===== src/hdl/lsu_mem_pkg.sv =====
// bus widths, outstanding transaction depth and the response data word union

`default_nettype none

package lsu_mem_pkg;

  ////////////////////
  // bus geometry
  ////////////////////

  localparam int unsigned ADDR_W = 32;  // byte address
  localparam int unsigned DATA_W = 32;  // one bus word
  localparam int unsigned BE_W   = DATA_W / 8;  // one enable per byte lane

  ////////////////////
  // outstanding transactions
  ////////////////////

  localparam int unsigned CNT_W = 2;  // counter must hold 0..DEPTH

  // max number of granted but unanswered transactions
  localparam logic [CNT_W-1:0] DEPTH = 2'd2;

  ////////////////////
  // response word
  ////////////////////

  // the read word is used whole for word loads and per lane for byte/half loads
  typedef union packed {
    logic [DATA_W-1:0]     word;  // full word view
    logic [BE_W-1:0][7:0]  lane;  // lane[0] is bits 7:0
  } data_word_u;

endpackage

`default_nettype wire


===== src/hdl/lsu_op_pkg.sv =====
// access size codes, extension mode codes and byte offset width

`default_nettype none

package lsu_op_pkg;

  ////////////////////
  // access size
  ////////////////////

  localparam int unsigned SIZE_W = 2;

  localparam logic [SIZE_W-1:0] SIZE_WORD = 2'd0;
  localparam logic [SIZE_W-1:0] SIZE_HALF = 2'd1;
  localparam logic [SIZE_W-1:0] SIZE_BYTE = 2'd2;  // code 3 is a byte as well

  ////////////////////
  // load extension
  ////////////////////

  localparam int unsigned EXT_W = 2;

  localparam logic [EXT_W-1:0] EXT_ZERO = 2'd0;  // zero fill
  localparam logic [EXT_W-1:0] EXT_ONES = 2'd2;  // one fill
  // codes 1 and 3 sign extend

  // byte offset inside a bus word
  localparam int unsigned OFS_W = 2;

endpackage

`default_nettype wire


===== src/hdl/lsu_ifs.sv =====
// store request interface and writeback control interface, with modports

`default_nettype none

// request side of one transaction, built from the current execute request
interface lsu_store_if;

  logic [lsu_mem_pkg::ADDR_W-1:0] addr;   // full byte address
  logic                           we;     // 1 = store
  logic [lsu_mem_pkg::BE_W-1:0]   be;     // byte lanes touched
  logic [lsu_mem_pkg::DATA_W-1:0] wdata;  // already rotated into lanes

  modport producer (output addr, output we, output be, output wdata);
  modport consumer (input addr, input we, input be, input wdata);

endinterface

// control that follows a transaction from EX into the WB stage
interface lsu_wb_if;

  logic                          update;  // EX/WB control hand-over strobe
  logic [lsu_op_pkg::SIZE_W-1:0] size;    // access size of the EX request
  logic [lsu_op_pkg::OFS_W-1:0]  offset;  // addr[1:0] of the EX request
  logic [lsu_op_pkg::EXT_W-1:0]  ext;     // extension mode of the EX request
  logic                          we;      // store, no load result expected

  modport update_src (output update);
  modport offset_src (output offset);

  // WB side picks everything up
  modport sink (input update, input size, input offset, input ext, input we);

endinterface

`default_nettype wire


===== src/hdl/lsu_bus_ctrl.sv =====
// bus request, outstanding transaction counter and ready/busy generation

`default_nettype none

module lsu_bus_ctrl (
  input  wire logic                           clk,
  input  wire logic                           rst_n,
  input  wire logic                           data_req_ex_i,  // held until ready_ex edge
  input  wire logic                           data_gnt_i,
  input  wire logic                           data_rvalid_i,
  output logic                                data_req_o,
  output logic [lsu_mem_pkg::ADDR_W-1:0]      data_addr_o,
  output logic                                data_we_o,
  output logic [lsu_mem_pkg::BE_W-1:0]        data_be_o,
  output logic [lsu_mem_pkg::DATA_W-1:0]      data_wdata_o,
  output logic                                lsu_ready_ex_o,
  output logic                                lsu_ready_wb_o,
  output logic                                busy_o,
  lsu_store_if.consumer                       st,
  lsu_wb_if.update_src                        wb
);

  logic [lsu_mem_pkg::CNT_W-1:0] cnt_q;     // granted, not yet answered
  logic [lsu_mem_pkg::CNT_W-1:0] cnt_nxt;
  logic                          count_up;  // grant this cycle
  logic                          count_dn;  // response this cycle

  ////////////////////
  // request side
  ////////////////////

  // no new request once DEPTH transactions are in flight
  assign data_req_o = data_req_ex_i && (cnt_q < lsu_mem_pkg::DEPTH);

  // payload straight from the EX request, stable while it is held
  assign data_addr_o  = st.addr;
  assign data_we_o    = st.we;
  assign data_be_o    = st.be;
  assign data_wdata_o = st.wdata;

  assign count_up = data_req_o && data_gnt_i;
  assign count_dn = data_rvalid_i;  // in order, never with cnt_q == 0

  ////////////////////
  // ready and busy
  ////////////////////

  assign lsu_ready_wb_o = (cnt_q == '0) ? 1'b1 : data_rvalid_i;

  // EX and WB move in lock step once WB holds a transaction
  always_comb begin
    if (!data_req_ex_i)    lsu_ready_ex_o = 1'b1;
    else if (cnt_q == '0)  lsu_ready_ex_o = count_up;
    else if (cnt_q == 2'd1) lsu_ready_ex_o = count_up && data_rvalid_i;
    else                   lsu_ready_ex_o = data_rvalid_i;  // already granted, waits for WB
  end

  assign wb.update = lsu_ready_ex_o && data_req_ex_i;

  assign busy_o = (cnt_q != '0) || data_req_o;

  // outstanding counter
  always_comb begin
    case ({count_up, count_dn})
      2'b10:   cnt_nxt = cnt_q + 1'b1;
      2'b01:   cnt_nxt = cnt_q - 1'b1;
      default: cnt_nxt = cnt_q;  // none, or one in and one out
    endcase
  end

  always_ff @(posedge clk or negedge rst_n) begin
    if (!rst_n) begin
      cnt_q <= '0;
    end else begin
      cnt_q <= cnt_nxt;
    end
  end

endmodule

`default_nettype wire


===== src/hdl/lsu_load_align.sv =====
// writeback control register, load data alignment and extension, held result

`default_nettype none

module lsu_load_align (
  input  wire logic                           clk,
  input  wire logic                           rst_n,
  input  wire logic                           data_rvalid_i,
  input  wire logic [lsu_mem_pkg::DATA_W-1:0] data_rdata_i,
  output logic [lsu_mem_pkg::DATA_W-1:0]      data_rdata_ex_o,
  lsu_wb_if.sink                              wb
);

  // control of the oldest outstanding transaction
  logic [lsu_op_pkg::SIZE_W-1:0] size_q;
  logic [lsu_op_pkg::OFS_W-1:0]  ofs_q;
  logic [lsu_op_pkg::EXT_W-1:0]  ext_q;
  logic                          we_q;

  lsu_mem_pkg::data_word_u       rdata;      // response word, two views
  logic [lsu_op_pkg::OFS_W-1:0]  ofs_hi;     // lane of the upper half byte
  logic [7:0]                    rd_byte;
  logic [15:0]                   rd_half;
  logic                          fill_b;     // upper fill for bytes
  logic                          fill_h;     // upper fill for halves
  logic [lsu_mem_pkg::DATA_W-1:0] result;
  logic [lsu_mem_pkg::DATA_W-1:0] result_q;  // last load result

  ////////////////////
  // control capture
  ////////////////////

  always_ff @(posedge clk or negedge rst_n) begin
    if (!rst_n) begin
      size_q <= lsu_op_pkg::SIZE_WORD;
      ofs_q  <= '0;
      ext_q  <= lsu_op_pkg::EXT_ZERO;
      we_q   <= 1'b0;
    end else if (wb.update) begin  // EX handed over, response follows later
      size_q <= wb.size;
      ofs_q  <= wb.offset;
      ext_q  <= wb.ext;
      we_q   <= wb.we;
    end
  end

  ////////////////////
  // lane select
  ////////////////////

  assign rdata.word = data_rdata_i;
  assign ofs_hi     = ofs_q + 1'b1;  // wraps at 3, that case is a misaligned half

  assign rd_byte = rdata.lane[ofs_q];
  assign rd_half = {rdata.lane[ofs_hi], rdata.lane[ofs_q]};

  // zero, ones, or the top bit of the picked data
  always_comb begin
    if (ext_q == lsu_op_pkg::EXT_ZERO) begin
      fill_b = 1'b0;
      fill_h = 1'b0;
    end else if (ext_q == lsu_op_pkg::EXT_ONES) begin
      fill_b = 1'b1;
      fill_h = 1'b1;
    end else begin
      fill_b = rd_byte[7];
      fill_h = rd_half[15];
    end
  end

  always_comb begin
    case (size_q)
      lsu_op_pkg::SIZE_WORD: result = rdata.word;  // no shift, offset ignored
      lsu_op_pkg::SIZE_HALF: result = {{16{fill_h}}, rd_half};
      default:               result = {{24{fill_b}}, rd_byte};
    endcase
  end

  ////////////////////
  // result hold
  ////////////////////

  // stores return nothing useful, keep the previous load value
  always_ff @(posedge clk) begin
    if (data_rvalid_i && !we_q) result_q <= result;
  end

  assign data_rdata_ex_o = data_rvalid_i ? result : result_q;

endmodule

`default_nettype wire


===== src/hdl/lsu_store_align.sv =====
// address generation, byte enables, store data rotation and misalignment flag

`default_nettype none

module lsu_store_align (
  input  wire logic [lsu_mem_pkg::ADDR_W-1:0] operand_a_i,
  input  wire logic [lsu_mem_pkg::ADDR_W-1:0] operand_b_i,
  input  wire logic                           addr_useincr_i,  // a + b instead of a
  input  wire logic                           data_we_i,
  input  wire logic [lsu_op_pkg::SIZE_W-1:0]  data_type_i,
  input  wire logic [lsu_mem_pkg::DATA_W-1:0] data_wdata_i,    // store value, byte 0 in lane 0
  input  wire logic                           data_req_i,
  output logic                                misaligned_o,
  lsu_store_if.producer                       st,
  lsu_wb_if.offset_src                        wb
);

  logic [lsu_mem_pkg::ADDR_W-1:0] addr;
  logic [lsu_op_pkg::OFS_W-1:0]   ofs;  // byte offset in the word

  ////////////////////
  // address
  ////////////////////

  assign addr = addr_useincr_i ? (operand_a_i + operand_b_i) : operand_a_i;
  assign ofs  = addr[lsu_op_pkg::OFS_W-1:0];

  assign st.addr   = addr;  // not word aligned, bus sees the byte address
  assign st.we     = data_we_i;
  assign wb.offset = ofs;    // WB needs it to pick the lanes back out

  ////////////////////
  // byte enables
  ////////////////////

  // only the first phase of a crossing access is ever issued
  always_comb begin
    case (data_type_i)
      lsu_op_pkg::SIZE_WORD: begin
        case (ofs)
          2'd0:    st.be = 4'b1111;
          2'd1:    st.be = 4'b1110;  // upper three lanes, rest lost
          2'd2:    st.be = 4'b1100;
          default: st.be = 4'b1000;
        endcase
      end
      lsu_op_pkg::SIZE_HALF: begin
        case (ofs)
          2'd0:    st.be = 4'b0011;
          2'd1:    st.be = 4'b0110;
          2'd2:    st.be = 4'b1100;
          default: st.be = 4'b1000;  // low byte only
        endcase
      end
      default: st.be = 4'b0001 << ofs;  // SIZE_BYTE and code 3
    endcase
  end

  ////////////////////
  // store data
  ////////////////////

  // rotate left by the offset so byte 0 sits in the addressed lane
  always_comb begin
    case (ofs)
      2'd0:    st.wdata = data_wdata_i;
      2'd1:    st.wdata = {data_wdata_i[23:0], data_wdata_i[31:24]};
      2'd2:    st.wdata = {data_wdata_i[15:0], data_wdata_i[31:16]};
      default: st.wdata = {data_wdata_i[7:0], data_wdata_i[31:8]};
    endcase
  end

  // word off the word grid, or a half that spills past lane 3
  always_comb begin
    misaligned_o = 1'b0;
    if (data_req_i) begin
      if (data_type_i == lsu_op_pkg::SIZE_WORD) misaligned_o = (ofs != 2'd0);
      else if (data_type_i == lsu_op_pkg::SIZE_HALF) misaligned_o = (ofs == 2'd3);
    end
  end

endmodule

`default_nettype wire


===== src/hdl/lsu_top.sv =====
// load/store unit top level, store align, bus controller and load align

`default_nettype none

module lsu_top (
  input  wire logic                           clk,
  input  wire logic                           rst_n,
  // data bus
  output logic                                data_req_o,
  input  wire logic                           data_gnt_i,
  input  wire logic                           data_rvalid_i,
  output logic [lsu_mem_pkg::ADDR_W-1:0]      data_addr_o,
  output logic                                data_we_o,
  output logic [lsu_mem_pkg::BE_W-1:0]        data_be_o,
  output logic [lsu_mem_pkg::DATA_W-1:0]      data_wdata_o,
  input  wire logic [lsu_mem_pkg::DATA_W-1:0] data_rdata_i,
  // execute stage
  input  wire logic                           data_we_ex_i,
  input  wire logic [lsu_op_pkg::SIZE_W-1:0]  data_type_ex_i,      // word/half/byte
  input  wire logic [lsu_mem_pkg::DATA_W-1:0] data_wdata_ex_i,
  input  wire logic [lsu_op_pkg::EXT_W-1:0]   data_sign_ext_ex_i,  // load fill mode
  output logic [lsu_mem_pkg::DATA_W-1:0]      data_rdata_ex_o,
  input  wire logic                           data_req_ex_i,
  input  wire logic [lsu_mem_pkg::ADDR_W-1:0] operand_a_ex_i,
  input  wire logic [lsu_mem_pkg::ADDR_W-1:0] operand_b_ex_i,
  input  wire logic                           addr_useincr_ex_i,
  output logic                                data_misaligned_o,
  // pipeline control
  output logic                                lsu_ready_ex_o,
  output logic                                lsu_ready_wb_o,
  output logic                                busy_o
);

  lsu_store_if st_if ();  // EX request towards the bus
  lsu_wb_if    wb_if ();  // control towards WB

  // request attributes the WB side keeps for alignment
  assign wb_if.size = data_type_ex_i;
  assign wb_if.ext  = data_sign_ext_ex_i;
  assign wb_if.we   = data_we_ex_i;

  lsu_store_align u_store_align (
    .operand_a_i    (operand_a_ex_i),
    .operand_b_i    (operand_b_ex_i),
    .addr_useincr_i (addr_useincr_ex_i),
    .data_we_i      (data_we_ex_i),
    .data_type_i    (data_type_ex_i),
    .data_wdata_i   (data_wdata_ex_i),
    .data_req_i     (data_req_ex_i),
    .misaligned_o   (data_misaligned_o),
    .st             (st_if.producer),
    .wb             (wb_if.offset_src)
  );

  lsu_bus_ctrl u_bus_ctrl (
    .clk            (clk),
    .rst_n          (rst_n),
    .data_req_ex_i  (data_req_ex_i),
    .data_gnt_i     (data_gnt_i),
    .data_rvalid_i  (data_rvalid_i),
    .data_req_o     (data_req_o),
    .data_addr_o    (data_addr_o),
    .data_we_o      (data_we_o),
    .data_be_o      (data_be_o),
    .data_wdata_o   (data_wdata_o),
    .lsu_ready_ex_o (lsu_ready_ex_o),
    .lsu_ready_wb_o (lsu_ready_wb_o),
    .busy_o         (busy_o),
    .st             (st_if.consumer),
    .wb             (wb_if.update_src)
  );

  lsu_load_align u_load_align (
    .clk             (clk),
    .rst_n           (rst_n),
    .data_rvalid_i   (data_rvalid_i),
    .data_rdata_i    (data_rdata_i),
    .data_rdata_ex_o (data_rdata_ex_o),
    .wb              (wb_if.sink)
  );

endmodule

`default_nettype wire


===== config.mk =====
export PLATFORM = sky130hd
export DESIGN_NAME = lsu_top
export DESIGN_NICKNAME = d
export VERILOG_FILES = /design/src/hdl/lsu_mem_pkg.sv /design/src/hdl/lsu_op_pkg.sv /design/src/hdl/lsu_ifs.sv /design/src/hdl/lsu_bus_ctrl.sv /design/src/hdl/lsu_load_align.sv /design/src/hdl/lsu_store_align.sv /design/src/hdl/lsu_top.sv
export SDC_FILE = /design/constraint.sdc
export NUM_CORES = 1
export LEC_CHECK = 0
export BUFFER_PORTS_ARGS = -buffer_cell sky130_fd_sc_hd__buf_2
export CAP_MARGIN = 20
export CELL_PAD_IN_SITES_DETAIL_PLACEMENT = 1
export CELL_PAD_IN_SITES_GLOBAL_PLACEMENT = 2
export CORE_MARGIN = 2
export CORE_UTILIZATION = 26
export DETAILED_ROUTE_END_ITERATION = 10
export PLACE_DENSITY = 0.77
export SLEW_MARGIN = 20
export SYNTH_ARGS = -nofsm -noshare
export SYNTH_HDL_FRONTEND = slang
export SYNTH_HIERARCHICAL = 1
export SYNTH_SLANG_ARGS = --single-unit

===== constraint.sdc =====
create_clock -name clk -period 2.9 [get_ports clk]
set_clock_uncertainty 0.2 [all_clocks]
set_input_delay 0.29 -clock clk [delete_from_list [all_inputs] [get_ports clk]]
set_output_delay 0.29 -clock clk [all_outputs]
set_load 0.01 [all_outputs]

=== After elaboration in Yosys (flattened, before gate mapping) ===
Cells that the tools add are included.

* Add/subtract/negate cells: 4
* $lt $le $gt $ge: 3
* Eq/ne operators: 9
* Shift-type cells: 1
* Multiplexer cells: 23
* Reduce and logical (&&, ||, !) cells: 15

{| class="wikitable"
|+ Operators by type and width
! operator !! number
|-
| $pmux 32 s3 || 1
|-
| $mux 32 || 2
|-
| $pmux 32 s2 || 1
|-
| $add 32x32->32 || 1
|-
| $bmux 8 s2 || 2
|-
| $mux 8 || 2
|-
| $pmux 4 s3 || 1
|-
| $mux 1 || 11
|-
| $eq 2x1->1 const B || 5
|-
| $logic_not 2->1 || 5
|-
| $pmux 3 s3 || 1
|-
| $eq 2x2->1 const B || 4
|-
| $pmux 4 s2 || 1
|-
| $lt 2x3->1 const B || 2
|-
| $reduce_bool 2->1 || 3
|-
| $logic_and 1x1->1 || 5
|-
| $add 2x1->2 const B || 2
|-
| $pmux 2 s2 || 1
|-
| $shl 1x2->4 const A || 1
|-
| $lt 2x2->1 const B || 1
|-
| $sub 2x1->2 const B || 1
|-
| $logic_not 1->1 || 1
|-
| $logic_or 1x1->1 || 1
|}

* Flip-flop bits (word level): 41
* Bits of input ports: 139
* Output and inout bits: 106
* Word-level logic and storage cells: 61

=== Longest topological paths before layout ===
* Word-level depth: 8
* Mapped depth: 13
* Gate-level depth less buffers: 12

=== Cells and area by module ===
The synthesis kept the hierarchy.

{| class="wikitable"
|+ By module, submodules not included
! module !! instances !! cells each !! area an instance (um2) !! sequential area each (um2)
|-
| lsu_store_align || 1 || 424 || 3135.5 || 0.0
|-
| lsu_load_align || 1 || 260 || 2660.1 || 1136.1
|-
| lsu_bus_ctrl || 1 || 90 || 695.7 || 50.0
|}

=== Worst setup path before layout ===
No wires, ideal clock.

* Path kind: input port to output port
* Start point: input port operand_a_ex_i[0] (netlist name)
* End point: output port data_wdata_o[10] (netlist name)
* Data arrival time: 2578 ps
* Data required time: 2410 ps
* Setup slack: -168 ps
* Stages on the path: 9
* Path buffers: 3
* Path through: ha_1 -> inv_1 -> fa_1 -> a21oi_1 -> ha_1 -> clkbuf_1 -> buf_1 -> mux2i_1 -> buf_4

* Cells in the longest elaborated chain, start to end: 4
* Elaborated cells between the ends (all ways): 6
* Classes of those cells: add/sub: 1; eq/ne: 2; mux: 2; reduce/logical: 1

{| class="wikitable"
|+ Ends and longest elaborated chain
! what !! RTL line !! RTL
|-
| from (decl) || lsu_top.sv:24 || <nowiki>input wire logic [lsu_mem_pkg::ADDR_W-1:0] operand_a_ex_i,</nowiki>
|-
| $add 32x32->32 * || lsu_store_align.sv:25 || <nowiki>assign addr = addr_useincr_i ? (operand_a_i + operand_b_i) : operand_a_i;</nowiki>
|-
| $mux 32 * || lsu_store_align.sv:25 ||
|-
| net st_if.addr (one bit) || lsu_ifs.sv:8 || <nowiki>logic [lsu_mem_pkg::ADDR_W-1:0] addr;</nowiki>
|-
| $eq 2x2->1 (tied with other cells) || lsu_store_align.sv:65 || <nowiki>case (ofs)</nowiki>
|-
| $pmux 32 s3 * || lsu_store_align.sv:65 ||
|-
| to (decl) || lsu_top.sv:15 || <nowiki>output logic [lsu_mem_pkg::DATA_W-1:0] data_wdata_o,</nowiki>
|}

Mark *: on every way through the listed nets, which the timed path passes. The rest lies on a longest branch.

=== Worst setup path after layout ===
* Start point: input port operand_a_ex_i[0] (netlist name)
* End point: output port data_addr_o[24] (netlist name)

* Cells in the longest elaborated chain, start to end: 2

{| class="wikitable"
|+ Ends and longest elaborated chain
! what !! RTL line !! RTL
|-
| $add 32x32->32 || lsu_store_align.sv:25 ||
|-
| $mux 32 || lsu_store_align.sv:25 ||
|-
| to (decl) || lsu_top.sv:12 || <nowiki>output logic [lsu_mem_pkg::ADDR_W-1:0] data_addr_o,</nowiki>
|}

Every way passes these cells.

==> flow_summary.toml <==
[clock_tree]
clk_latency_ns = 0.29
clkTransAtPathRegs_ns = 0.06
cts_root_buf = "clkbuf_16"
numCtsBuffers = 5
cts_sinks = 41
cts_tree = "built"
htree_levels = 2
cts_buffer_depth = 2

[global_route]
grt_first_pass_wirelength_um = 35300
grt_pass1_vias = 6713
grt_use_total = 0.164
grt_overflow_total = 0
antenna_found_initial = 2
grt_start_max_net_pins = 35

[drt]
dr.pass1.iters = 7
ant_nets = 0
via_per_inst = 5.05
wl_per_cell_um = 17.4
drt_iter0_drc = 485
drt_wl_total_um = 23400
num_vias = 6779
remaining_drc_errors = 0

[placed_design]
dp_cells = 1313
port_buffers = 244
hpwlAfterDp_um = 17900
gp_congestion = 0.819

[timing]
tightest_slew_ns = 0.684
fin_ws_ns = -0.300
fin_crit_ns = 3.20
hold_slack_ns = 0.0431
max_freq_mhz = 313
final-hold-violation-count = 0
maxSlewHeadroom = 0.542
rsz0062_at_grt = "yes"
post-route-period-util = 1.10
slew_viol_final = 0
setup_viol = 15

[cells_and_area]
area.growth.synth_to_final_pct = 39.4
finalNonFillerCells = 1342
drive_gt1_frac = 0.488
final_core_util = 0.371
fin_nets = 1195

[yosys]
ys_types = 70
synth_edf_count = 32
ys_ff_latch = 41
syn-num-nets = 953
synth_area_um2 = 6490
synthArstFlopShare = 0.220
syn_avg_cell_area_um2 = 8.39
ys_seq_area_frac = 0.183
synth_top_flop_cell = "edfxtp_1"
synth_cells = 774
ys_warn_count = 6

[worst_setup_path]
cpPeakStageDelay_ns = 0.29
cp-end-kind = "output port"
reg2reg_to = "u_load_align/we_q$_DFFE_PN0P_"
start_kind = "input pin"
path_cells = "buf_8 > ha_4 > inv_2 > fa_2 > nor2b_4 > o31a_4 > a21oi_4 > buf_6 > o311ai_4 > o41ai_4 > buf_6 > o21ai_4 > a31oi_2 > xnor2_1 > mux2_4 > buf_6"
crit_family = "compound AO/OA/AOI/OAI gates"
critPathBufInv = 5
reg2reg_from = "u_bus_ctrl/cnt_q[1]$_DFFE_PN0P_"
worstPathRequired_ns = 2.41
path_class = "input pin to output port"
worst-r2r-setup-slack_ns = 0.67
crit_top_cell = "buf_6"
critPathSlowestCell = "o31a_4"
reg2reg_depth = 6
crit_path_max_fanout = 3
crit_arrival_ns = 2.71

[die]
fp-row-count = 57
die_h_um = 162
core_um2 = 24400
io_pins = 245
die_w_um = 162
dieArea_um2 = 26200
start_util = 0.266

[power_and_ir_drop]
finalPower_mw = 5.76
p_leak_nw = 4.20
powerDensity_nw_per_um2 = 637
vdd.ir_drop.worst_v = 0.000313

[status]
violations = "setup timing"
status = "complete, but fails checks"

[hold_path]
hp-start = "data_sign_ext_ex_i[1]"
hold_depth = 2
hold-path-endpoint = "u_load_align/ext_q[1]$_DFFE_PN0P_"
min_path_type = "input pin to register"

[run]
drv_cap = 0
==> state kept, by name, indices dropped and copies added (netlist names) <==
| signal | count |
|---|---|
| u_load_align/result_q | 32 |
| u_bus_ctrl/cnt_q | 2 |
| u_load_align/ext_q | 2 |
| u_load_align/ofs_q | 2 |
| u_load_align/size_q | 2 |
| u_load_align/we_q | 1 |
==> report_power, final <==
group	switching, mW	leakage (nW)	internal, mW
clock	0.242	0.0745	0.321
combinational	2.17	3.72	1.86
sequential	0.144	0.407	1.03
total	2.56	4.20	3.21
==> synth_stat cells (3+ instances only) <==
cell,n,area [um^2]
nand2_1,40,150
nand3_1,12,60.1
nand2b_1,12,75.1
o21ai_0,32,160
a31oi_1,6,37.5
mux2_2,32,360
xor2_1,10,87.6
o22ai_1,7,43.8
a21oi_1,45,225
clkinv_1,4,15.0
o21a_1,6,45.0
clkbuf_1,36,135
nor2_1,65,244
o211ai_1,3,22.5
buf_2,3,15.0
ha_1,39,488
mux2i_1,45,450
buf_4,76,571
o21bai_1,10,75.1
o21ai_1,4,20.0
edfxtp_1,32,961
o31ai_1,4,30.0
a221oi_1,7,61.3
xnor2_1,18,158
and3_1,5,31.3
nor2b_1,10,62.6
buf_6,7,78.8
dfrtp_1,9,225
o21ai_2,3,26.3
inv_1,45,169
nor3_1,12,60.1
o2bb2ai_1,22,193
mux2_4,9,135
nand3b_1,3,22.5
buf_1,3,11.3
a222oi_1,32,320
o31a_4,5,87.6
a211oi_1,4,30.0
a21o_1,21,158
==> worst register-to-register path, delay by kind of cell (launching register included) <==
family / cells / cell delay [ns]
fa+ha+maj: 1 / 0.22
flops: 1 / 0.43
compound gates: 1 / 0.08
buf+inv: 1 / 0.09
mux: 1 / 0.41
simple gates: 2 / 0.69
==> worst max-delay path by stage <==
stage	startpoint	end	cells after the start
after floorplan	operand_a_ex_i[2]	data_addr_o[24]	11
after global placement	operand_a_ex_i[0]	data_addr_o[24]	15
after detailed placement	operand_a_ex_i[0]	data_addr_o[24]	15
after CTS	operand_a_ex_i[0]	data_addr_o[24]	16
after global routing	operand_a_ex_i[0]	data_addr_o[24]	16
final	operand_a_ex_i[0]	data_addr_o[24]	16
==> what timing repair did <==
| action | CTS | global route |
|---|---|---|
| hold buffers | 1 | 0 |
| resized for setup | 61 | 59 |
| gates cloned | 0 | 2 |
| pin swaps | 24 | 25 |
| endpoints found under the hold margin | 9 | 0 |
| setup endpoints to repair | 22 | 60 |
| buffers inserted | 9 | 10 |
==> cell type report <==
class / instances / area [um^2]
Fill cell: 2967 / 15300
Multi-Input combinational cell: 559 / 4780
Timing Repair Buffer: 360 / 2350
Sequential cell: 41 / 1190
Tap cell: 324 / 405
Inverter: 49 / 184
Clock buffer: 5 / 125
Clock inverter: 3 / 20.0
Antenna cell: 1 / 2.50
==> routing by layer <==
metal	up-vias	wire (um)	track usage
met5	-	13	0
met2	205	11700	0.284
met1	3286	10100	0.215
li1	3270	-	-
met3	16	1410	0.0299
met4	2	242	0.0302
==> cell families after synthesis <==
| family | count (synthesis) | share of synthesized area |
|---|---|---|
| xor gates and xnor gates | 28 | 0.0378 |
| and+or+nand+nor | 172 | 0.126 |
| muxes | 87 | 0.149 |
| adders and majority gates | 40 | 0.0783 |
| buffers and inverters | 174 | 0.153 |
| AOI/OAI and AO/OA | 232 | 0.273 |
| DFF | 41 | 0.183 |
==> placed cells by master, fill, tap and decap left out, drive strengths merged, types with 18 or more instances in the layout <==
cell and n:
buf 357, nor2 66, a21oi 48, inv 47, mux2i 45, nand2 41
mux2 41, o21ai 39, ha 39, edfxtp 32, a222oi 32, o2bb2ai 22
a21o 21, xnor2 18
==> metrics by stage <==
stage	setup TNS (ns)	setup slack [ns]	instance area (um^2)
after floorplan	0	0.00433	6520
after global placement	-2.99	-0.334	8090
after detailed placement	-3.62	-0.396	8090
after CTS	-1.83	-0.305	8650
after global routing	-3.64	-0.382	9050
final	-2.20	-0.300	9050
Power figures use the tool's default switching activity.
